**config.mk**
```make
export PLATFORM = sky130hd
export DESIGN_NAME = chip_io_ctrl
export DESIGN_NICKNAME = d
export VERILOG_FILES = /design/src/chip_io_pkg.sv /design/src/ctrl_word_decode.sv /design/src/chip_clock_gen.sv /design/src/serial_link.sv /design/src/status_readback.sv /design/src/chip_io_ctrl.sv
export SDC_FILE = /design/constraint.sdc
export NUM_CORES = 1
export LEC_CHECK = 0
export BUFFER_PORTS_ARGS = -buffer_cell sky130_fd_sc_hd__buf_2
export CAP_MARGIN = 0
export CORE_AREA = 2 2 114 116
export CTS_CLUSTER_DIAMETER = 150
export DETAILED_ROUTE_END_ITERATION = 10
export DIE_AREA = 0 0 116 118
export HOLD_SLACK_MARGIN = 0.1
export PLACE_DENSITY = 0.69
export SYNTH_ARGS = -nofsm -noshare
export SYNTH_HDL_FRONTEND = slang
export SYNTH_SLANG_ARGS = --single-unit
```
**constraint.sdc**
```tcl
create_clock -name csi_clk -period 1.7 [get_ports csi_clk]
set_input_delay 0.255 -clock csi_clk [delete_from_list [all_inputs] [get_ports csi_clk]]
set_output_delay 0.255 -clock csi_clk [all_outputs]
set_load 0.03 [all_outputs]
```
**src/chip_io_pkg.sv**
```systemverilog
// Shared widths, control and status bit positions, and bus structs
// for the test chip control bridge. Referenced by scoped names only.

package chip_io_pkg;

    // ------------------------------------------------------------------
    // Widths
    localparam int AVS_WIDTH   = 32;
    localparam int ADDR_WIDTH  = 10;  // SRAM address
    localparam int DATA_WIDTH  = 8;   // SRAM data
    localparam int FRAME_WIDTH = ADDR_WIDTH + DATA_WIDTH;
    localparam int ADC_WIDTH   = 10;
    localparam int DIV_WIDTH   = 8;
    localparam logic [DIV_WIDTH-1:0] DEFAULT_DIV = '0;  // Half rate after reset

    // ------------------------------------------------------------------
    // Control word bit positions
    localparam int IDX_CTRL_BGN  = 0;
    localparam int IDX_CTRL_LOAD = 1;
    localparam int IDX_CTRL_MOD0 = 2;
    localparam int IDX_CTRL_MOD1 = 3;
    localparam int IDX_APP_DONE  = 4;
    localparam int IDX_CPU_BGN   = 5;
    localparam int IDX_RST_N     = 6;
    localparam int IDX_CPU_WAIT  = 7;
    localparam int IDX_TEST_MUX0 = 8;  // Three bits, 8 to 10
    localparam int IDX_CLK_STOP  = 11;
    localparam int IDX_CLK_CHG   = 12;

    // Status word bit positions
    localparam int IDX_CTRL_RDY  = 0;
    localparam int IDX_NXT_END   = 1;
    localparam int IDX_NXT_CONT  = 2;
    localparam int IDX_APP_START = 3;
    localparam int IDX_CTRL_SO   = 4;

    // ------------------------------------------------------------------
    // Serial link modes, SRAM modes are on-chip transfers
    typedef enum logic [1:0] {
        MODE_TO_CHIP   = 2'b00,
        MODE_SRAM_RD   = 2'b01,
        MODE_FROM_CHIP = 2'b10,
        MODE_SRAM_WR   = 2'b11
    } serial_mode_e;

    typedef struct packed {
        logic         ctrl_bgn;
        serial_mode_e mode;
        logic         rst_n;
        logic         cpu_wait;
        logic [2:0]   test_mux;
        logic         clk_stop;
        logic         clk_chg;
    } ctrl_word_t;

    // Address on top so frame bit 0 is data bit 0
    typedef struct packed {
        logic [ADDR_WIDTH-1:0] addr;
        logic [DATA_WIDTH-1:0] data;
    } sram_word_t;

    typedef struct packed {
        logic ctrl_rdy;
        logic nxt_end;
        logic nxt_cont;
        logic app_start;
        logic ctrl_so;
    } chip_status_t;

endpackage

```
**src/ctrl_word_decode.sv**
```systemverilog
// Bus register file of the bridge. Holds control, SRAM, ADC and divider
// registers and turns the strobe bits of the control word into pulses.
`timescale 1ns/1ps

module ctrl_word_decode (
    input  logic                              csi_clk,
    input  logic                              rsi_reset_n,
    input  logic [chip_io_pkg::AVS_WIDTH-1:0] avs_cpuctrl_writedata,
    input  logic                              avs_cpuctrl_write,
    input  logic [chip_io_pkg::AVS_WIDTH-1:0] avs_sram_addr_wrt_writedata,
    input  logic                              avs_sram_addr_wrt_write,
    input  logic [chip_io_pkg::AVS_WIDTH-1:0] avs_sram_data_wrt_writedata,
    input  logic                              avs_sram_data_wrt_write,
    input  logic [chip_io_pkg::AVS_WIDTH-1:0] avs_adc_writedata,
    input  logic                              avs_adc_write,
    input  logic [chip_io_pkg::AVS_WIDTH-1:0] avs_cntsclk_writedata,
    input  logic                              avs_cntsclk_write,
    output chip_io_pkg::ctrl_word_t           ctrl,
    output chip_io_pkg::sram_word_t           sram_word,
    output logic [chip_io_pkg::ADC_WIDTH-1:0] adc_value,
    output logic [chip_io_pkg::DIV_WIDTH-1:0] div_limit,
    output logic                              cpu_bgn_pulse,
    output logic                              load_pulse,
    output logic                              app_done_pulse
);

    logic [2:0] strb_q;   // Stored strobe bits {app_done, load, cpu_bgn}
    logic [2:0] fired_q;
    logic [2:0] pulse_q;

    // ------------------------------------------------------------------
    // Control word
    always_ff @(posedge csi_clk)
    begin
        if (!rsi_reset_n)
        begin
            ctrl   <= '0;
            strb_q <= '0;
        end
        else if (avs_cpuctrl_write)
        begin
            ctrl.ctrl_bgn <= avs_cpuctrl_writedata[chip_io_pkg::IDX_CTRL_BGN];
            ctrl.mode     <= chip_io_pkg::serial_mode_e'(
                                 {avs_cpuctrl_writedata[chip_io_pkg::IDX_CTRL_MOD1],
                                  avs_cpuctrl_writedata[chip_io_pkg::IDX_CTRL_MOD0]});
            ctrl.rst_n    <= avs_cpuctrl_writedata[chip_io_pkg::IDX_RST_N];
            ctrl.cpu_wait <= avs_cpuctrl_writedata[chip_io_pkg::IDX_CPU_WAIT];
            ctrl.test_mux <= avs_cpuctrl_writedata[chip_io_pkg::IDX_TEST_MUX0 +: 3];
            ctrl.clk_stop <= avs_cpuctrl_writedata[chip_io_pkg::IDX_CLK_STOP];
            ctrl.clk_chg  <= avs_cpuctrl_writedata[chip_io_pkg::IDX_CLK_CHG];
            strb_q <= {avs_cpuctrl_writedata[chip_io_pkg::IDX_APP_DONE],
                       avs_cpuctrl_writedata[chip_io_pkg::IDX_CTRL_LOAD],
                       avs_cpuctrl_writedata[chip_io_pkg::IDX_CPU_BGN]};
        end
    end

    // Data registers
    always_ff @(posedge csi_clk)
    begin
        if (!rsi_reset_n)
        begin
            sram_word <= '0;
            adc_value <= '0;
            div_limit <= chip_io_pkg::DEFAULT_DIV;
        end
        else
        begin
            if (avs_sram_addr_wrt_write)
                sram_word.addr <= avs_sram_addr_wrt_writedata[chip_io_pkg::ADDR_WIDTH-1:0];
            if (avs_sram_data_wrt_write)
                sram_word.data <= avs_sram_data_wrt_writedata[chip_io_pkg::DATA_WIDTH-1:0];
            if (avs_adc_write)
                adc_value <= avs_adc_writedata[chip_io_pkg::ADC_WIDTH-1:0];
            if (avs_cntsclk_write)
                div_limit <= avs_cntsclk_writedata[chip_io_pkg::DIV_WIDTH-1:0];
        end
    end

    // ------------------------------------------------------------------
    // One-cycle strobes, fire once per 0 to 1 change of the stored bit
    always_ff @(posedge csi_clk)
    begin
        if (!rsi_reset_n)
        begin
            fired_q <= '0;
            pulse_q <= '0;
        end
        else
        begin
            pulse_q <= strb_q & ~fired_q;
            fired_q <= strb_q;  // Clears once the bit is written back to 0
        end
    end

    assign cpu_bgn_pulse  = pulse_q[0];
    assign load_pulse     = pulse_q[1];
    assign app_done_pulse = pulse_q[2];

    // Strobes never stretch past one cycle
    a_strobe_one_cycle: assert property (@(posedge csi_clk) disable iff (!rsi_reset_n)
        (pulse_q & $past(pulse_q)) == 3'b000);

endmodule

```
**src/chip_clock_gen.sv**
```systemverilog
// Chip clock source. Divides csi_clk by a programmable count and picks
// the bus clock, the divided clock or a stopped clock for the chip.
`timescale 1ns/1ps

module chip_clock_gen (
    input  logic                              csi_clk,
    input  logic                              rsi_reset_n,
    input  chip_io_pkg::ctrl_word_t           ctrl,
    input  logic [chip_io_pkg::DIV_WIDTH-1:0] div_limit,
    output logic                              coe_clk_export
);

    logic [chip_io_pkg::DIV_WIDTH-1:0] div_cnt;
    logic                              div_clk;   // Period 2*(div_limit+1)
    logic                              wrap;

    // Also catches a limit lowered below the running count
    assign wrap = (div_cnt >= div_limit);

    // ------------------------------------------------------------------
    // Divider
    always_ff @(posedge csi_clk)
    begin
        if (!rsi_reset_n)
        begin
            div_cnt <= '0;
            div_clk <= 1'b0;
        end
        else if (wrap)
        begin
            div_cnt <= '0;
            div_clk <= ~div_clk;
        end
        else
        begin
            div_cnt <= div_cnt + 1'b1;
        end
    end

    // ------------------------------------------------------------------
    // Clock select, stop wins over change
    always_comb
    begin
        if (ctrl.clk_stop)
            coe_clk_export = 1'b0;
        else if (ctrl.clk_chg)
            coe_clk_export = div_clk;
        else
            coe_clk_export = csi_clk;   // Bus clock straight through
    end

    // Divided clock only toggles right after the count equalled the limit,
    // unless the limit was just rewritten below the running count
    a_div_toggle: assert property (@(posedge csi_clk) disable iff (!rsi_reset_n)
        $changed(div_clk) |-> ($past(div_cnt) == $past(div_limit)) ||
                              ($past(div_limit) != $past(div_limit, 2)));

endmodule

```
**src/serial_link.sv**
```systemverilog
// Serial frame link to the chip. Loads an SRAM address and data frame and
// shifts it out on si, or shifts a frame in from the chip's so pin.
`timescale 1ns/1ps

module serial_link (
    input  logic                      csi_clk,
    input  logic                      rsi_reset_n,
    input  chip_io_pkg::serial_mode_e mode,
    input  logic                      load_pulse,
    input  chip_io_pkg::sram_word_t   sram_word,
    input  chip_io_pkg::chip_status_t status,
    output chip_io_pkg::sram_word_t   frame
);

    localparam int CNT_WIDTH = $clog2(chip_io_pkg::FRAME_WIDTH);

    logic [CNT_WIDTH-1:0]               bit_cnt;   // Shifts still to go
    logic                               so_sync;
    logic [chip_io_pkg::FRAME_WIDTH-1:0] frame_shifted;

    assign so_sync = status.ctrl_so;

    // so enters at the top, si leaves from bit 0
    assign frame_shifted = {so_sync, frame[chip_io_pkg::FRAME_WIDTH-1:1]};

    // ------------------------------------------------------------------
    // Frame load and shift
    always_ff @(posedge csi_clk)
    begin
        if (!rsi_reset_n)
        begin
            frame   <= '0;
            bit_cnt <= '0;
        end
        else if (load_pulse)
        begin
            case (mode)
                chip_io_pkg::MODE_TO_CHIP:
                begin
                    frame   <= sram_word;
                    bit_cnt <= CNT_WIDTH'(chip_io_pkg::FRAME_WIDTH - 1);
                end
                chip_io_pkg::MODE_FROM_CHIP:
                begin
                    frame   <= chip_io_pkg::sram_word_t'(frame_shifted); // First bit in
                    bit_cnt <= CNT_WIDTH'(chip_io_pkg::FRAME_WIDTH - 1);
                end
                default:
                begin
                    // On-chip SRAM transfer, frame is held
                end
            endcase
        end
        else if (bit_cnt != '0)
        begin
            frame   <= chip_io_pkg::sram_word_t'(frame_shifted);
            bit_cnt <= bit_cnt - 1'b1;
        end
    end

    a_cnt_range: assert property (@(posedge csi_clk) disable iff (!rsi_reset_n)
        bit_cnt <= CNT_WIDTH'(chip_io_pkg::FRAME_WIDTH - 1));

endmodule

```
**src/status_readback.sv**
```systemverilog
// Status path from the chip. Synchronizes the chip status pins and builds
// the status and frame readback words for the bus.
`timescale 1ns/1ps

module status_readback (
    input  logic                              csi_clk,
    input  logic                              rsi_reset_n,
    input  logic                              coe_ctrl_rdy_export,
    input  logic                              coe_ctrl_nxt_end_export,
    input  logic                              coe_ctrl_nxt_cont_export,
    input  logic                              coe_app_start_export,
    input  logic                              coe_ctrl_so_export,
    input  chip_io_pkg::sram_word_t           frame,
    output chip_io_pkg::chip_status_t         status,
    output logic [chip_io_pkg::AVS_WIDTH-1:0] avs_cpustat_readdata,
    output logic [chip_io_pkg::AVS_WIDTH-1:0] avs_sram_addr_rd_readdata,
    output logic [chip_io_pkg::AVS_WIDTH-1:0] avs_sram_data_rd_readdata
);

    chip_io_pkg::chip_status_t meta_q;   // First synchronizer stage

    always_ff @(posedge csi_clk)
    begin
        if (!rsi_reset_n)
        begin
            meta_q <= '0;
            status <= '0;
        end
        else
        begin
            meta_q <= '{ctrl_rdy:  coe_ctrl_rdy_export,
                        nxt_end:   coe_ctrl_nxt_end_export,
                        nxt_cont:  coe_ctrl_nxt_cont_export,
                        app_start: coe_app_start_export,
                        ctrl_so:   coe_ctrl_so_export};
            status <= meta_q;
        end
    end

    // ------------------------------------------------------------------
    // Readback words
    always_comb
    begin
        avs_cpustat_readdata = '0;
        avs_cpustat_readdata[chip_io_pkg::IDX_CTRL_RDY]  = status.ctrl_rdy;
        avs_cpustat_readdata[chip_io_pkg::IDX_NXT_END]   = status.nxt_end;
        avs_cpustat_readdata[chip_io_pkg::IDX_NXT_CONT]  = status.nxt_cont;
        avs_cpustat_readdata[chip_io_pkg::IDX_APP_START] = status.app_start;
        avs_cpustat_readdata[chip_io_pkg::IDX_CTRL_SO]   = status.ctrl_so;
    end

    assign avs_sram_addr_rd_readdata = chip_io_pkg::AVS_WIDTH'(frame.addr);   // Zero-extend
    assign avs_sram_data_rd_readdata = chip_io_pkg::AVS_WIDTH'(frame.data);

endmodule

```
**src/chip_io_ctrl.sv**
```systemverilog
// Top of the bus to test chip bridge. Connects the register decode, clock
// generator, serial link and status path to the bus ports and chip pins.
`timescale 1ns/1ps

module chip_io_ctrl (
    input  logic                              csi_clk,
    input  logic                              rsi_reset_n,
    input  logic [chip_io_pkg::AVS_WIDTH-1:0] avs_cpuctrl_writedata,
    input  logic                              avs_cpuctrl_write,
    input  logic [chip_io_pkg::AVS_WIDTH-1:0] avs_sram_addr_wrt_writedata,
    input  logic                              avs_sram_addr_wrt_write,
    input  logic [chip_io_pkg::AVS_WIDTH-1:0] avs_sram_data_wrt_writedata,
    input  logic                              avs_sram_data_wrt_write,
    input  logic [chip_io_pkg::AVS_WIDTH-1:0] avs_adc_writedata,
    input  logic                              avs_adc_write,
    input  logic [chip_io_pkg::AVS_WIDTH-1:0] avs_cntsclk_writedata,
    input  logic                              avs_cntsclk_write,
    output logic [chip_io_pkg::AVS_WIDTH-1:0] avs_cpustat_readdata,
    output logic [chip_io_pkg::AVS_WIDTH-1:0] avs_sram_addr_rd_readdata,
    output logic [chip_io_pkg::AVS_WIDTH-1:0] avs_sram_data_rd_readdata,
    output logic                              coe_cpu_bgn_export,
    output logic                              coe_ctrl_bgn_export,
    output logic                              coe_ctrl_mod0_export,
    output logic                              coe_ctrl_mod1_export,
    output logic                              coe_ctrl_load_export,
    output logic                              coe_ctrl_si_export,
    output logic                              coe_cpu_wait_export,
    output logic [chip_io_pkg::ADC_WIDTH-1:0] coe_adc_value_export,
    output logic                              coe_app_done_export,
    output logic                              coe_rst_n_export,
    output logic                              coe_clk_export,
    output logic                              coe_test_mux0_export,
    output logic                              coe_test_mux1_export,
    output logic                              coe_test_mux2_export,
    input  logic                              coe_ctrl_so_export,
    input  logic                              coe_ctrl_rdy_export,
    input  logic                              coe_ctrl_nxt_end_export,
    input  logic                              coe_ctrl_nxt_cont_export,
    input  logic                              coe_app_start_export
);

    chip_io_pkg::ctrl_word_t           ctrl;
    chip_io_pkg::sram_word_t           sram_word;
    chip_io_pkg::sram_word_t           frame;
    chip_io_pkg::chip_status_t         status;
    logic [chip_io_pkg::DIV_WIDTH-1:0] div_limit;
    logic [1:0]                        mode_bits;
    logic                              load_pulse;

    ctrl_word_decode ctrl_word_decode_i (
        .csi_clk, .rsi_reset_n,
        .avs_cpuctrl_writedata, .avs_cpuctrl_write,
        .avs_sram_addr_wrt_writedata, .avs_sram_addr_wrt_write,
        .avs_sram_data_wrt_writedata, .avs_sram_data_wrt_write,
        .avs_adc_writedata, .avs_adc_write,
        .avs_cntsclk_writedata, .avs_cntsclk_write,
        .ctrl, .sram_word, .adc_value(coe_adc_value_export), .div_limit,
        .cpu_bgn_pulse(coe_cpu_bgn_export), .load_pulse,
        .app_done_pulse(coe_app_done_export)
    );

    chip_clock_gen chip_clock_gen_i (
        .csi_clk, .rsi_reset_n, .ctrl, .div_limit, .coe_clk_export
    );

    serial_link serial_link_i (
        .csi_clk, .rsi_reset_n, .mode(ctrl.mode), .load_pulse,
        .sram_word, .status, .frame
    );

    status_readback status_readback_i (
        .csi_clk, .rsi_reset_n,
        .coe_ctrl_rdy_export, .coe_ctrl_nxt_end_export, .coe_ctrl_nxt_cont_export,
        .coe_app_start_export, .coe_ctrl_so_export,
        .frame, .status,
        .avs_cpustat_readdata, .avs_sram_addr_rd_readdata, .avs_sram_data_rd_readdata
    );

    // ------------------------------------------------------------------
    // Chip pins
    assign mode_bits            = ctrl.mode;
    assign coe_ctrl_bgn_export  = ctrl.ctrl_bgn;
    assign coe_ctrl_mod0_export = mode_bits[0];
    assign coe_ctrl_mod1_export = mode_bits[0] & mode_bits[1];  // Only in SRAM modes
    assign coe_ctrl_load_export = ~load_pulse;                   // Active low on chip
    assign coe_ctrl_si_export   = frame.data[0];
    assign coe_cpu_wait_export  = ctrl.cpu_wait;
    assign coe_rst_n_export     = ctrl.rst_n;
    assign coe_test_mux0_export = ctrl.test_mux[0];
    assign coe_test_mux1_export = ctrl.test_mux[1];
    assign coe_test_mux2_export = ctrl.test_mux[2];

endmodule

```
==> results.py, run 1 <==
metrics = {
    "logic_synthesis": {
        "ys.flop_type": "dfxtp_1",
        "synth_edf_count": 0,
        "synth_seq_cells": 97,
        "synth_warnings": 0,
        "synth_area_sq_um": 4408,
        "synth_top_area_share_pct": 44.05,
        "synth_common_cells": "dfxtp_1 (97), nor2_1 (80), buf_4 (74)",
        "synth_area_leader_cell": "dfxtp_1",
        "synth_cell_types": 39,
        "synthArstFlopShare_pct": 0,
        "seq_area_frac_synth_pct": 44.05,
        "synth_area_per_cell_sq_um": 9.928,
        "synthCells": 444,
        "synth.most_common_cell": "dfxtp_1",
        "synth_area_leaders": "dfxtp_1 (44%), mux2i_1 (16%), buf_4 (13%)",
    },
    "sta": {
        "finalCriticalPeriod_ns": 1.639,
        "setup-tns-final_ns": 0,
        "finClkSkew_ns": 0.007839,
        "finalHoldViolCount": 0,
        "period_share_pct": 96.42,
        "max_clock_freq_mhz": 610.1,
        "slew_viol_final": 0,
        "worst_slack_ns": 0.06094,
        "setup_violations": 0,
        "timing.hold.ws_ns": 0.1807,
    },
    "placed_design": {
        "placed_area_sq_um": 4840,
        "dp_cells": 705,
        "post-place-ws_ns": -0.03319,
        "io_buffers": 106,
        "place_congestion": 0.7935,
        "dpl.hpwl_mm": 6.453,
    },
    "die": {
        "die-area_sq_um": 13690,
        "pin_count": 291,
        "die_w_microns": 116,
        "rows": 41,
        "core_area_sq_um": 12410,
        "initial_core_util_pct": 35.51,
        "die_y_microns": 118,
    },
    "drt": {
        "avgRoutedWirePerCell_microns": 13.09,
        "met3_length_microns": 918,
        "routedLengthMet1_mm": 4.189,
        "wl_mm": 10.22,
        "dr.pass1.iters": 4,
        "routed.top_layer": "met4",
        "via_per_inst": 4.214,
        "first_iter_violations": 177,
        "route.detailed.drc": 0,
        "vias": 3291,
        "ant_nets": 0,
        "dr_wl_met2_mm": 4.904,
    },
    "critical_path": {
        "startpoint_type": "flip-flop",
        "path_max_fanout": 19,
        "path_class": "reg2reg",
        "crit_required_ns": 2.06,
        "cp.arrival_ns": 2.00,
        "cp-end-kind": "flip-flop",
    },
    "power": {
        "cellLeakagePower_uw": 0.002923,
        "switching_share_pct": 36.22,
        "peakVddDrop_v": 0.0006877,
        "p_clk_share_pct": 28.0,
        "intPower_uw": 5094,
        "powerDensity_nw_per_um2": 1361,
        "p_comb_share_pct": 36.0,
        "pwr-share-seq_pct": 36.1,
        "switching_power_uw": 2893,
    },
    "clock_network": {
        "insertion_delay_ns": 0.45,
        "clkTransAtPathRegs_ns": 0.07,
        "cts_tree": "built",
    },
    "global_route": {
        "grtUsageTotal_pct": 14.31,
        "antenna_found_initial": 0,
        "grt_overflow": 0,
        "grt_max_degree": 42,
        "grt_pass1_wl_mm": 15.10,
        "grt_pass1_vias": 3223,
    },
    "finish": {
        "seq_area_sq_um": 1944,
        "finalNetCount": 787,
        "fillers": 1120,
        "stdcell_count": 781,
        "diodes": 0,
        "syn2layout_area_growth_pct": 33.15,
        "drive_gt1_share_pct": 26.27,
        "multi_input_area_sq_um": 2082,
        "final_cell_area_sq_um": 5869,
    },
    "hold_path": {
        "hold_class": "in2reg",
    },
    "outcome": {
        "status": "finished clean",
    },
    "run": {
        "drv_cap": 0,
    },
}
==> metal layers <==
metal	track usage (%)	vias up
met5	0	-
met3	5.973	17
met2	23.83	137
met4	6.771	0
li1	-	1647
met1	15.55	1490
==> state kept, by name (all words and copies together), names as in the netlist <==
signal / cells
serial_link_i.frame: 18
serial_link_i.bit_cnt: 5
ctrl_word_decode_i.adc_value: 10
ctrl_word_decode_i.ctrl: 10
status_readback_i.meta_q: 5
chip_clock_gen_i.div_cnt: 8
ctrl_word_decode_i.div_limit: 8
ctrl_word_decode_i.strb_q: 3
ctrl_word_decode_i.sram_word: 18
status_readback_i.avs_cpustat_readdata: 5
ctrl_word_decode_i.pulse_q: 3
chip_clock_gen_i.div_clk: 1
ctrl_word_decode_i.fired_q: 3
==> timing repair <==
| item | 4_1_cts | 5_1_grt |
|---|---|---|
| pin swaps | 3 | 5 |
| buffers inserted | 0 | 2 |
| endpoints found under the hold margin | 54 | 0 |
| resized for setup | 4 | 9 |
| hold buffers | 54 | 0 |
| cloned | 0 | 3 |
| setup endpoints to repair | 8 | 29 |
==> placed cells by master (no fill, tap or decap), drive strengths merged, types with 3 or more instances in the layout <==
cell type	synthesis	routed
ha	10	10
nor2	80	80
buf	85	115
inv	14	15
nand2b	4	4
dfxtp	97	97
mux2i	69	69
nand3	5	5
a211oi	19	19
conb	1	73
dlygate4sd3	0	54
and2	15	15
nor2b	4	4
xor2	5	5
clkbuf	10	16
nand2	3	3
==> cells by family after synthesis <==
group                      synth area share, %
buffers and inverters                    16.58
xor gates and xnor gates                 1.192
muxes                                    15.67
DFF                                      44.05
other                                  0.08507
adders and majority gates                2.838
and+or+nand+nor                          11.98
AOI/OAI and AO/OA                        7.607
==> final timing paths <==
kind / cells past startpoint / slack, ns / end / startpoint
hold reg to reg: 1 / 0.39 / ctrl_word_decode_i.pulse_q[0] / ctrl_word_decode_i.fired_q[0]
setup / recovery: 7 / 0.06 / serial_link_i.frame[12] / serial_link_i.bit_cnt[0]
hold / removal: 3 / 0.18 / ctrl_word_decode_i.strb_q[2] / rsi_reset_n
setup reg to reg: 7 / 0.06 / serial_link_i.frame[12] / serial_link_i.bit_cnt[0]
==> power groups by stage <==
stage	registers, uW	logic [uW]	clock network, uW
floorplan	3360	1530	59.4
global placement	2910	2320	75.3
detailed placement	2930	2390	75.3
CTS	2880	2500	2300
global route	2920	3090	2410
finish	2880	2870	2230
==> through the flow <==
step                      utilization (%)  power [uW]
final                               47.28        7987
after floorplan                         -        4948
after global placement              38.98        5309
after detailed placement            38.98        5388
after CTS                           46.17        7678
after global routing                47.28        8423
==> worst max-delay path, cell delays in order (launching register included) <==
cell and delay (ns):
dfxtp_2 0.34, inv_1 0.06, ha_2 0.21, nor4b_4 0.28, a21boi_4 0.10, buf_12 0.15, clkbuf_16 0.19, a211oi_1 0.22
==> cell type report <==
| cell class | count | share of cell area [%] |
|---|---|---|
| multi-input combinational | 310 | 35.47 |
| sequential | 97 | 33.13 |
| timing repair buffer | 170 | 21.08 |
| clock buffer | 15 | 5.351 |
| tap | 172 | 3.667 |
| inverter | 14 | 0.8953 |
| clock inverter | 3 | 0.4050 |
No activity file was read; power rests on OpenSTA's default activity.
==> inputs of run 2 (changes only) <==
CORE_AREA = 2 2 112 114   (was 2 2 114 116)
DIE_AREA = 0 0 114 116   (was 0 0 116 118)
PLACE_DENSITY = 0.72   (was 0.69)
==> run 2 against run 1 <==
  * Via count up 2.2%
  * Maximum frequency down 0.61%
  * Sequential cell count stayed put
  * Die area is 3.4% lower
  * Critical path type unchanged
  * Highest routed layer unchanged
==> results.py, run 2 (same netlist as run 1, synthesis figures left out) <==
metrics = {
    "power": {
        "p_clk_share_pct": 30.0,
        "pwr-share-seq_pct": 35.5,
        "cellLeakagePower_uw": 0.002929,
        "p_comb_share_pct": 34.4,
        "switching_share_pct": 35.86,
        "switching_power_uw": 2913,
        "peakVddDrop_v": 0.0006863,
        "powerDensity_nw_per_um2": 1394,
        "intPower_uw": 5212,
    },
    "die": {
        "die_y_microns": 116,
        "die-area_sq_um": 13220,
        "core_area_sq_um": 11910,
        "initial_core_util_pct": 37.01,
        "die_w_microns": 114,
        "pin_count": 291,
        "rows": 40,
    },
    "finish": {
        "reg.largest.list": "ctrl_word_decode_i.sram_word: 18 flops, serial_link_i.frame: 18 flops",
        "finalNetCount": 785,
        "stdcell_count": 755,
        "drive_gt1_share_pct": 25.66,
        "layout_common_cells": "buf_2 (105), dfxtp_1 (96), nor2_1 (80)",
        "final_cell_area_sq_um": 5828,
        "diodes": 0,
        "syn2layout_area_growth_pct": 32.22,
        "fin_util_pct": 48.93,
        "layout_commonest_cell": "buf_2",
    },
    "global_route": {
        "antenna_found_initial": 0,
        "grt_max_degree": 39,
        "grtUsageTotal_pct": 15.11,
        "grt_pass1_wl_mm": 15.30,
        "grt_overflow": 0,
        "grt_pass1_vias": 3239,
    },
    "drt": {
        "vias": 3362,
        "wl_mm": 10.40,
        "first_iter_violations": 144,
        "avgRoutedWirePerCell_microns": 13.78,
        "via_per_inst": 4.453,
        "route.detailed.drc": 0,
        "dr.pass1.iters": 6,
        "ant_nets": 0,
    },
    "placed_design": {
        "dp_cells": 679,
        "dpl.hpwl_mm": 6.660,
        "post-place-ws_ns": 0.01776,
        "placed_area_sq_um": 4788,
        "io_buffers": 106,
        "place_congestion": 0.8028,
    },
    "run": {
        "drv_cap": 0,
    },
    "critical_path": {
        "cp-end-kind": "flip-flop",
        "r2r_slack_ns": 0.05,
        "path_max_fanout": 19,
        "worst_path_largest_cell_delay_ns": 0.34,
        "path_class": "reg2reg",
        "crit_family": "buffers and inverters",
        "cp.arrival_ns": 2.01,
        "cp-startpoint": "serial_link_i.bit_cnt[0]",
        "crit_required_ns": 2.06,
        "cp.depth": 7,
        "r2r-end": "serial_link_i.frame[10]",
        "cp-endpoint": "serial_link_i.frame[10]",
        "startpoint_type": "flip-flop",
        "crit_chain": "inv_1, ha_2, nor4b_4, a21boi_4, buf_12, clkbuf_16, a211oi_1",
        "path_buf_inv": 3,
        "cp_slowest_cell": "dfxtp_1",
        "ff2ff_path_depth": 7,
        "reg2reg_from": "serial_link_i.bit_cnt[0]",
    },
    "sta": {
        "slew_viol_final": 0,
        "rsz0062_at_grt": "true",
        "finalHoldViolCount": 0,
        "period_share_pct": 97.01,
        "max_clock_freq_mhz": 606.4,
        "worst_slack_ns": 0.05086,
        "finClkSkew_ns": 0.005588,
        "finalCriticalPeriod_ns": 1.649,
        "setup_violations": 0,
    },
    "hold_path": {
        "hold_class": "in2reg",
    },
    "clock_network": {
        "clkTransAtPathRegs_ns": 0.07,
        "insertion_delay_ns": 0.46,
        "cts_tree": "built",
    },
    "outcome": {
        "status": "finished clean",
    },
}
## run 2: final cells by class
class                           instances  area, sq um
Clock inverter                          5        62.56
Clock buffer                           14        310.3
Tap cell                              147        183.9
Inverter                               14        52.55
Timing Repair Buffer                  168         1206
Fill cell                            1085         6083
Sequential cell                        97         1943
Multi-Input combinational cell        310         2069
## run 2: per-stage QoR
| step | hold WS, ns | TNS, ns | total power (uW) |
|---|---|---|---|
| floorplan | 0.3674 | 0 | 4948 |
| global placement | 0.3745 | 0 | 5297 |
| detailed placement | 0.3792 | 0 | 5388 |
| CTS | 0.1991 | 0 | 8001 |
| global route | 0.2447 | -0.04968 | 8560 |
| finish | 0.2238 | 0 | 8125 |
## run 2: repair_timing
item	in CTS	in global routing
endpoints found under the setup margin	1	16
resized for setup	3	7
setup buffers	0	2
hold buffers	54	0
gates cloned	0	2
pin swaps	2	7
endpoints found under the hold margin	54	0
## run 2: power groups by stage
stage,combinational (uW),clock [uW],sequential [uW]
5_1_grt,3000,2630,2930
2_1_floorplan,1530,59.4,3360
3_3_place_gp,2310,75.3,2910
4_1_cts,2490,2620,2890
3_5_place_dp,2380,75.3,2940
6_report,2800,2440,2890
## run 2: how the worst min path moves through the flow
stage	startpoint	to	slack [ns]	cells after the start
6_report	avs_cntsclk_write	ctrl_word_decode_i.div_limit[3]	0.22	3
5_1_grt	avs_cntsclk_write	ctrl_word_decode_i.div_limit[0]	0.24	3
4_1_cts	avs_cntsclk_write	ctrl_word_decode_i.div_limit[3]	0.20	3
3_5_place_dp	ctrl_word_decode_i.fired_q[1]	ctrl_word_decode_i.pulse_q[1]	0.38	1
3_3_place_gp	ctrl_word_decode_i.fired_q[1]	ctrl_word_decode_i.pulse_q[1]	0.37	1
2_1_floorplan	ctrl_word_decode_i.fired_q[0]	ctrl_word_decode_i.pulse_q[0]	0.37	1
## run 2: worst min-delay path, stage by stage
cell and delay, ns:
buf_2 0.18, mux2i_1 0.14, nor2_1 0.07
## run 2: routing by layer
layer	up-vias	track usage (%)	routed length, microns
met3	29	6.799	930
met5	-	0	0
li1	1644	-	-
met1	1526	18.11	4421
met2	163	23.21	4802
met4	0	7.154	248
==> inputs of run 3 (changes only) <==
CORE_AREA = 2 2 113 115   (was 2 2 112 114)
DIE_AREA = 0 0 115 117   (was 0 0 114 116)
PLACE_DENSITY = 0.75   (was 0.72)
SYNTH_HIERARCHICAL = 1   (was not set)
clock period = 1.8 ns   (was 1.7 ns; I/O delays follow)
==> run 3 against run 2 <==
  * Setup slack improved by 0.040 ns
  * Largest cell class unchanged
  * Register-to-register slack improved by 0.04 ns
  * Critical endpoint is now serial_link_i/frame[9]
  * Highest routed layer unchanged
  * Combinational power shrank 9.3%
  * Cell count up 5.8%
  * Via count up 11%
  * Global-route usage is 1.3 points higher
  * Final area increased by 3.8%
  * First-iteration DRC count is 23% higher
  * Utilization is 0.22 points higher
  * Critical path type unchanged
  * Non-clock buffer count down 4
==> results.py, run 3 <==
metrics = {
    "drt": {
        "ant_nets": 0,
        "dr.pass1.iters": 4,
        "route.detailed.drc": 0,
        "vias": 3734,
        "avgRoutedWirePerCell_microns": 13.56,
        "first_iter_violations": 177,
        "via_per_inst": 4.673,
        "wl_mm": 10.83,
    },
    "power": {
        "pwr-share-seq_pct": 35.7,
        "switching_power_uw": 2725,
        "cellLeakagePower_uw": 0.002801,
        "intPower_uw": 5108,
        "p_comb_share_pct": 32.5,
        "p_clk_share_pct": 31.8,
        "powerDensity_nw_per_um2": 1295,
        "switching_share_pct": 34.79,
        "peakVddDrop_v": 0.0006101,
    },
    "critical_path": {
        "crit_chain": "inv_1, ha_1, or4b_1, o21a_1, buf_12, a31oi_1",
        "crit_required_ns": 2.18,
        "path_class": "reg2reg",
        "cp.arrival_ns": 2.09,
        "worst_path_largest_cell_delay_ns": 0.48,
        "cp_slowest_cell": "or4b_1",
        "path_max_fanout": 18,
        "startpoint_type": "flip-flop",
        "cp-end-kind": "flip-flop",
    },
    "finish": {
        "layout_commonest_cell": "buf_2",
        "drive_gt1_share_pct": 23.92,
        "syn2layout_area_growth_pct": 22.49,
        "finalNetCount": 825,
        "layout_common_cells": "buf_2 (105), dfxtp_1 (96), conb_1 (73)",
        "fin_util_pct": 49.15,
        "fillers": 1089,
        "reg.largest.list": "ctrl_word_decode_i/sram_word: 18 flops, serial_link_i/frame: 18 flops",
    },
    "hold_path": {
        "hold_class": "in2reg",
    },
    "global_route": {
        "antenna_found_initial": 1,
        "grtUsageTotal_pct": 16.36,
        "grt_pass1_wl_mm": 17.13,
        "grt_pass1_vias": 3584,
        "grt_overflow": 0,
        "grt_max_degree": 48,
    },
    "sta": {
        "rsz0062_at_grt": "false",
        "finalCriticalPeriod_ns": 1.709,
        "period_share_pct": 94.93,
        "setup_violations": 0,
        "finClkSkew_ns": 0.003953,
        "slew_viol_final": 0,
        "finalHoldViolCount": 0,
        "max_clock_freq_mhz": 585.2,
        "setup-tns-final_ns": 0,
    },
    "clock_network": {
        "cts_setup_buffers": 0,
        "cts_tree": "built",
        "insertion_delay_ns": 0.46,
        "clkTransAtPathRegs_ns": 0.06,
    },
    "die": {
        "core_area_sq_um": 12310,
        "pin_count": 291,
        "initial_core_util_pct": 40.12,
        "die_y_microns": 117,
        "die-area_sq_um": 13460,
        "die_w_microns": 115,
        "rows": 41,
    },
    "run": {
        "drv_cap": 0,
    },
    "logic_synthesis": {
        "synth_area_per_cell_sq_um": 9.610,
        "synth_warnings": 6,
        "synthCells": 514,
        "synth_area_sq_um": 4940,
    },
    "placed_design": {
        "io_buffers": 106,
        "dpl.hpwl_mm": 7.315,
        "place_congestion": 0.7292,
    },
    "outcome": {
        "status": "finished clean",
    },
}
## run 3: cell count changes in the layout (fill, tap and decap cells not counted), sizes merged, moves of 3 or more
cell,change
dlygate4sd3,-4
nor2,-68
o221ai,+18
xor2,-3
o21a,+4
o21ai,+19
nor2b,+48
mux2i,-18
or2,+17
a211oi,-18
nand3b,+19
a31oi,+17
xnor2,+3
## run 3: worst max-delay path: cells and delay by family (launching register included)
family                     cells  cell delay, ns
buffers and inverters          2            0.24
adders and majority gates      1            0.20
AOI/OAI and AO/OA              2            0.39
DFF                            1            0.33
and+or+nand+nor                1            0.48
## run 3: worst paths after layout
path / from / endpoint / slack [ns] / cells past startpoint
setup / recovery: serial_link_i/bit_cnt[1] / serial_link_i/frame[9] / 0.09 / 6
hold reg to reg: ctrl_word_decode_i/fired_q[0] / ctrl_word_decode_i/pulse_q[0] / 0.39 / 1
setup reg to reg: serial_link_i/bit_cnt[1] / serial_link_i/frame[9] / 0.09 / 6
hold / removal: avs_sram_data_wrt_writedata[0] / ctrl_word_decode_i/sram_word[0] / 0.11 / 3
## run 3: timing repair
item | 4_1_cts | 5_1_grt
gates resized for setup | 1 | 2
hold buffers | 50 | 0
endpoints found under the hold margin | 50 | 0
pin swaps | 0 | 1
setup endpoints to repair | 1 | 1
## run 3: per-stage QoR
stage	hold WS [ns]	worst slack [ns]	std cells	instance area [sq um]	power, uW
finish	0.1147	0.09124	799	6051	7833
detailed placement	0.3811	0.1130	730	5149	5368
global placement	0.3733	0.1683	730	5149	5265
CTS	0.1041	0.01162	799	6071	8007
global route	0.1146	0.01255	799	6051	8280
floorplan	0.3674	0.1029	586	5210	5147
## run 3: final cells by class
cell class                 count  area [sq um]  area share (%)
tap                          150         187.7           3.102
multi-input combinational    352          2349           38.81
clock buffer                  14         300.3           4.963
inverter                      16         60.06          0.9926
timing repair buffer         164          1106           18.28
sequential                    97          1943           32.11
antenna                        1         2.502         0.04136
clock inverter                 5         102.6           1.696
## run 3: power groups by stage
| stage | clock (uW) | combinational (uW) | sequential (uW) |
|---|---|---|---|
| after global placement | 71.3 | 2380 | 2820 |
| final | 2490 | 2540 | 2800 |
| after CTS | 2660 | 2540 | 2800 |
| after detailed placement | 71.3 | 2450 | 2850 |
| after global routing | 2670 | 2760 | 2850 |
| after floorplan | 56.3 | 2250 | 2840 |
## run 3: layer usage
layer  track usage, %  share of wire [%]
met4            8.514                1.6
met5                0                  0
met3            4.995                5.9
met2            26.94                 48
met1            19.31                 44
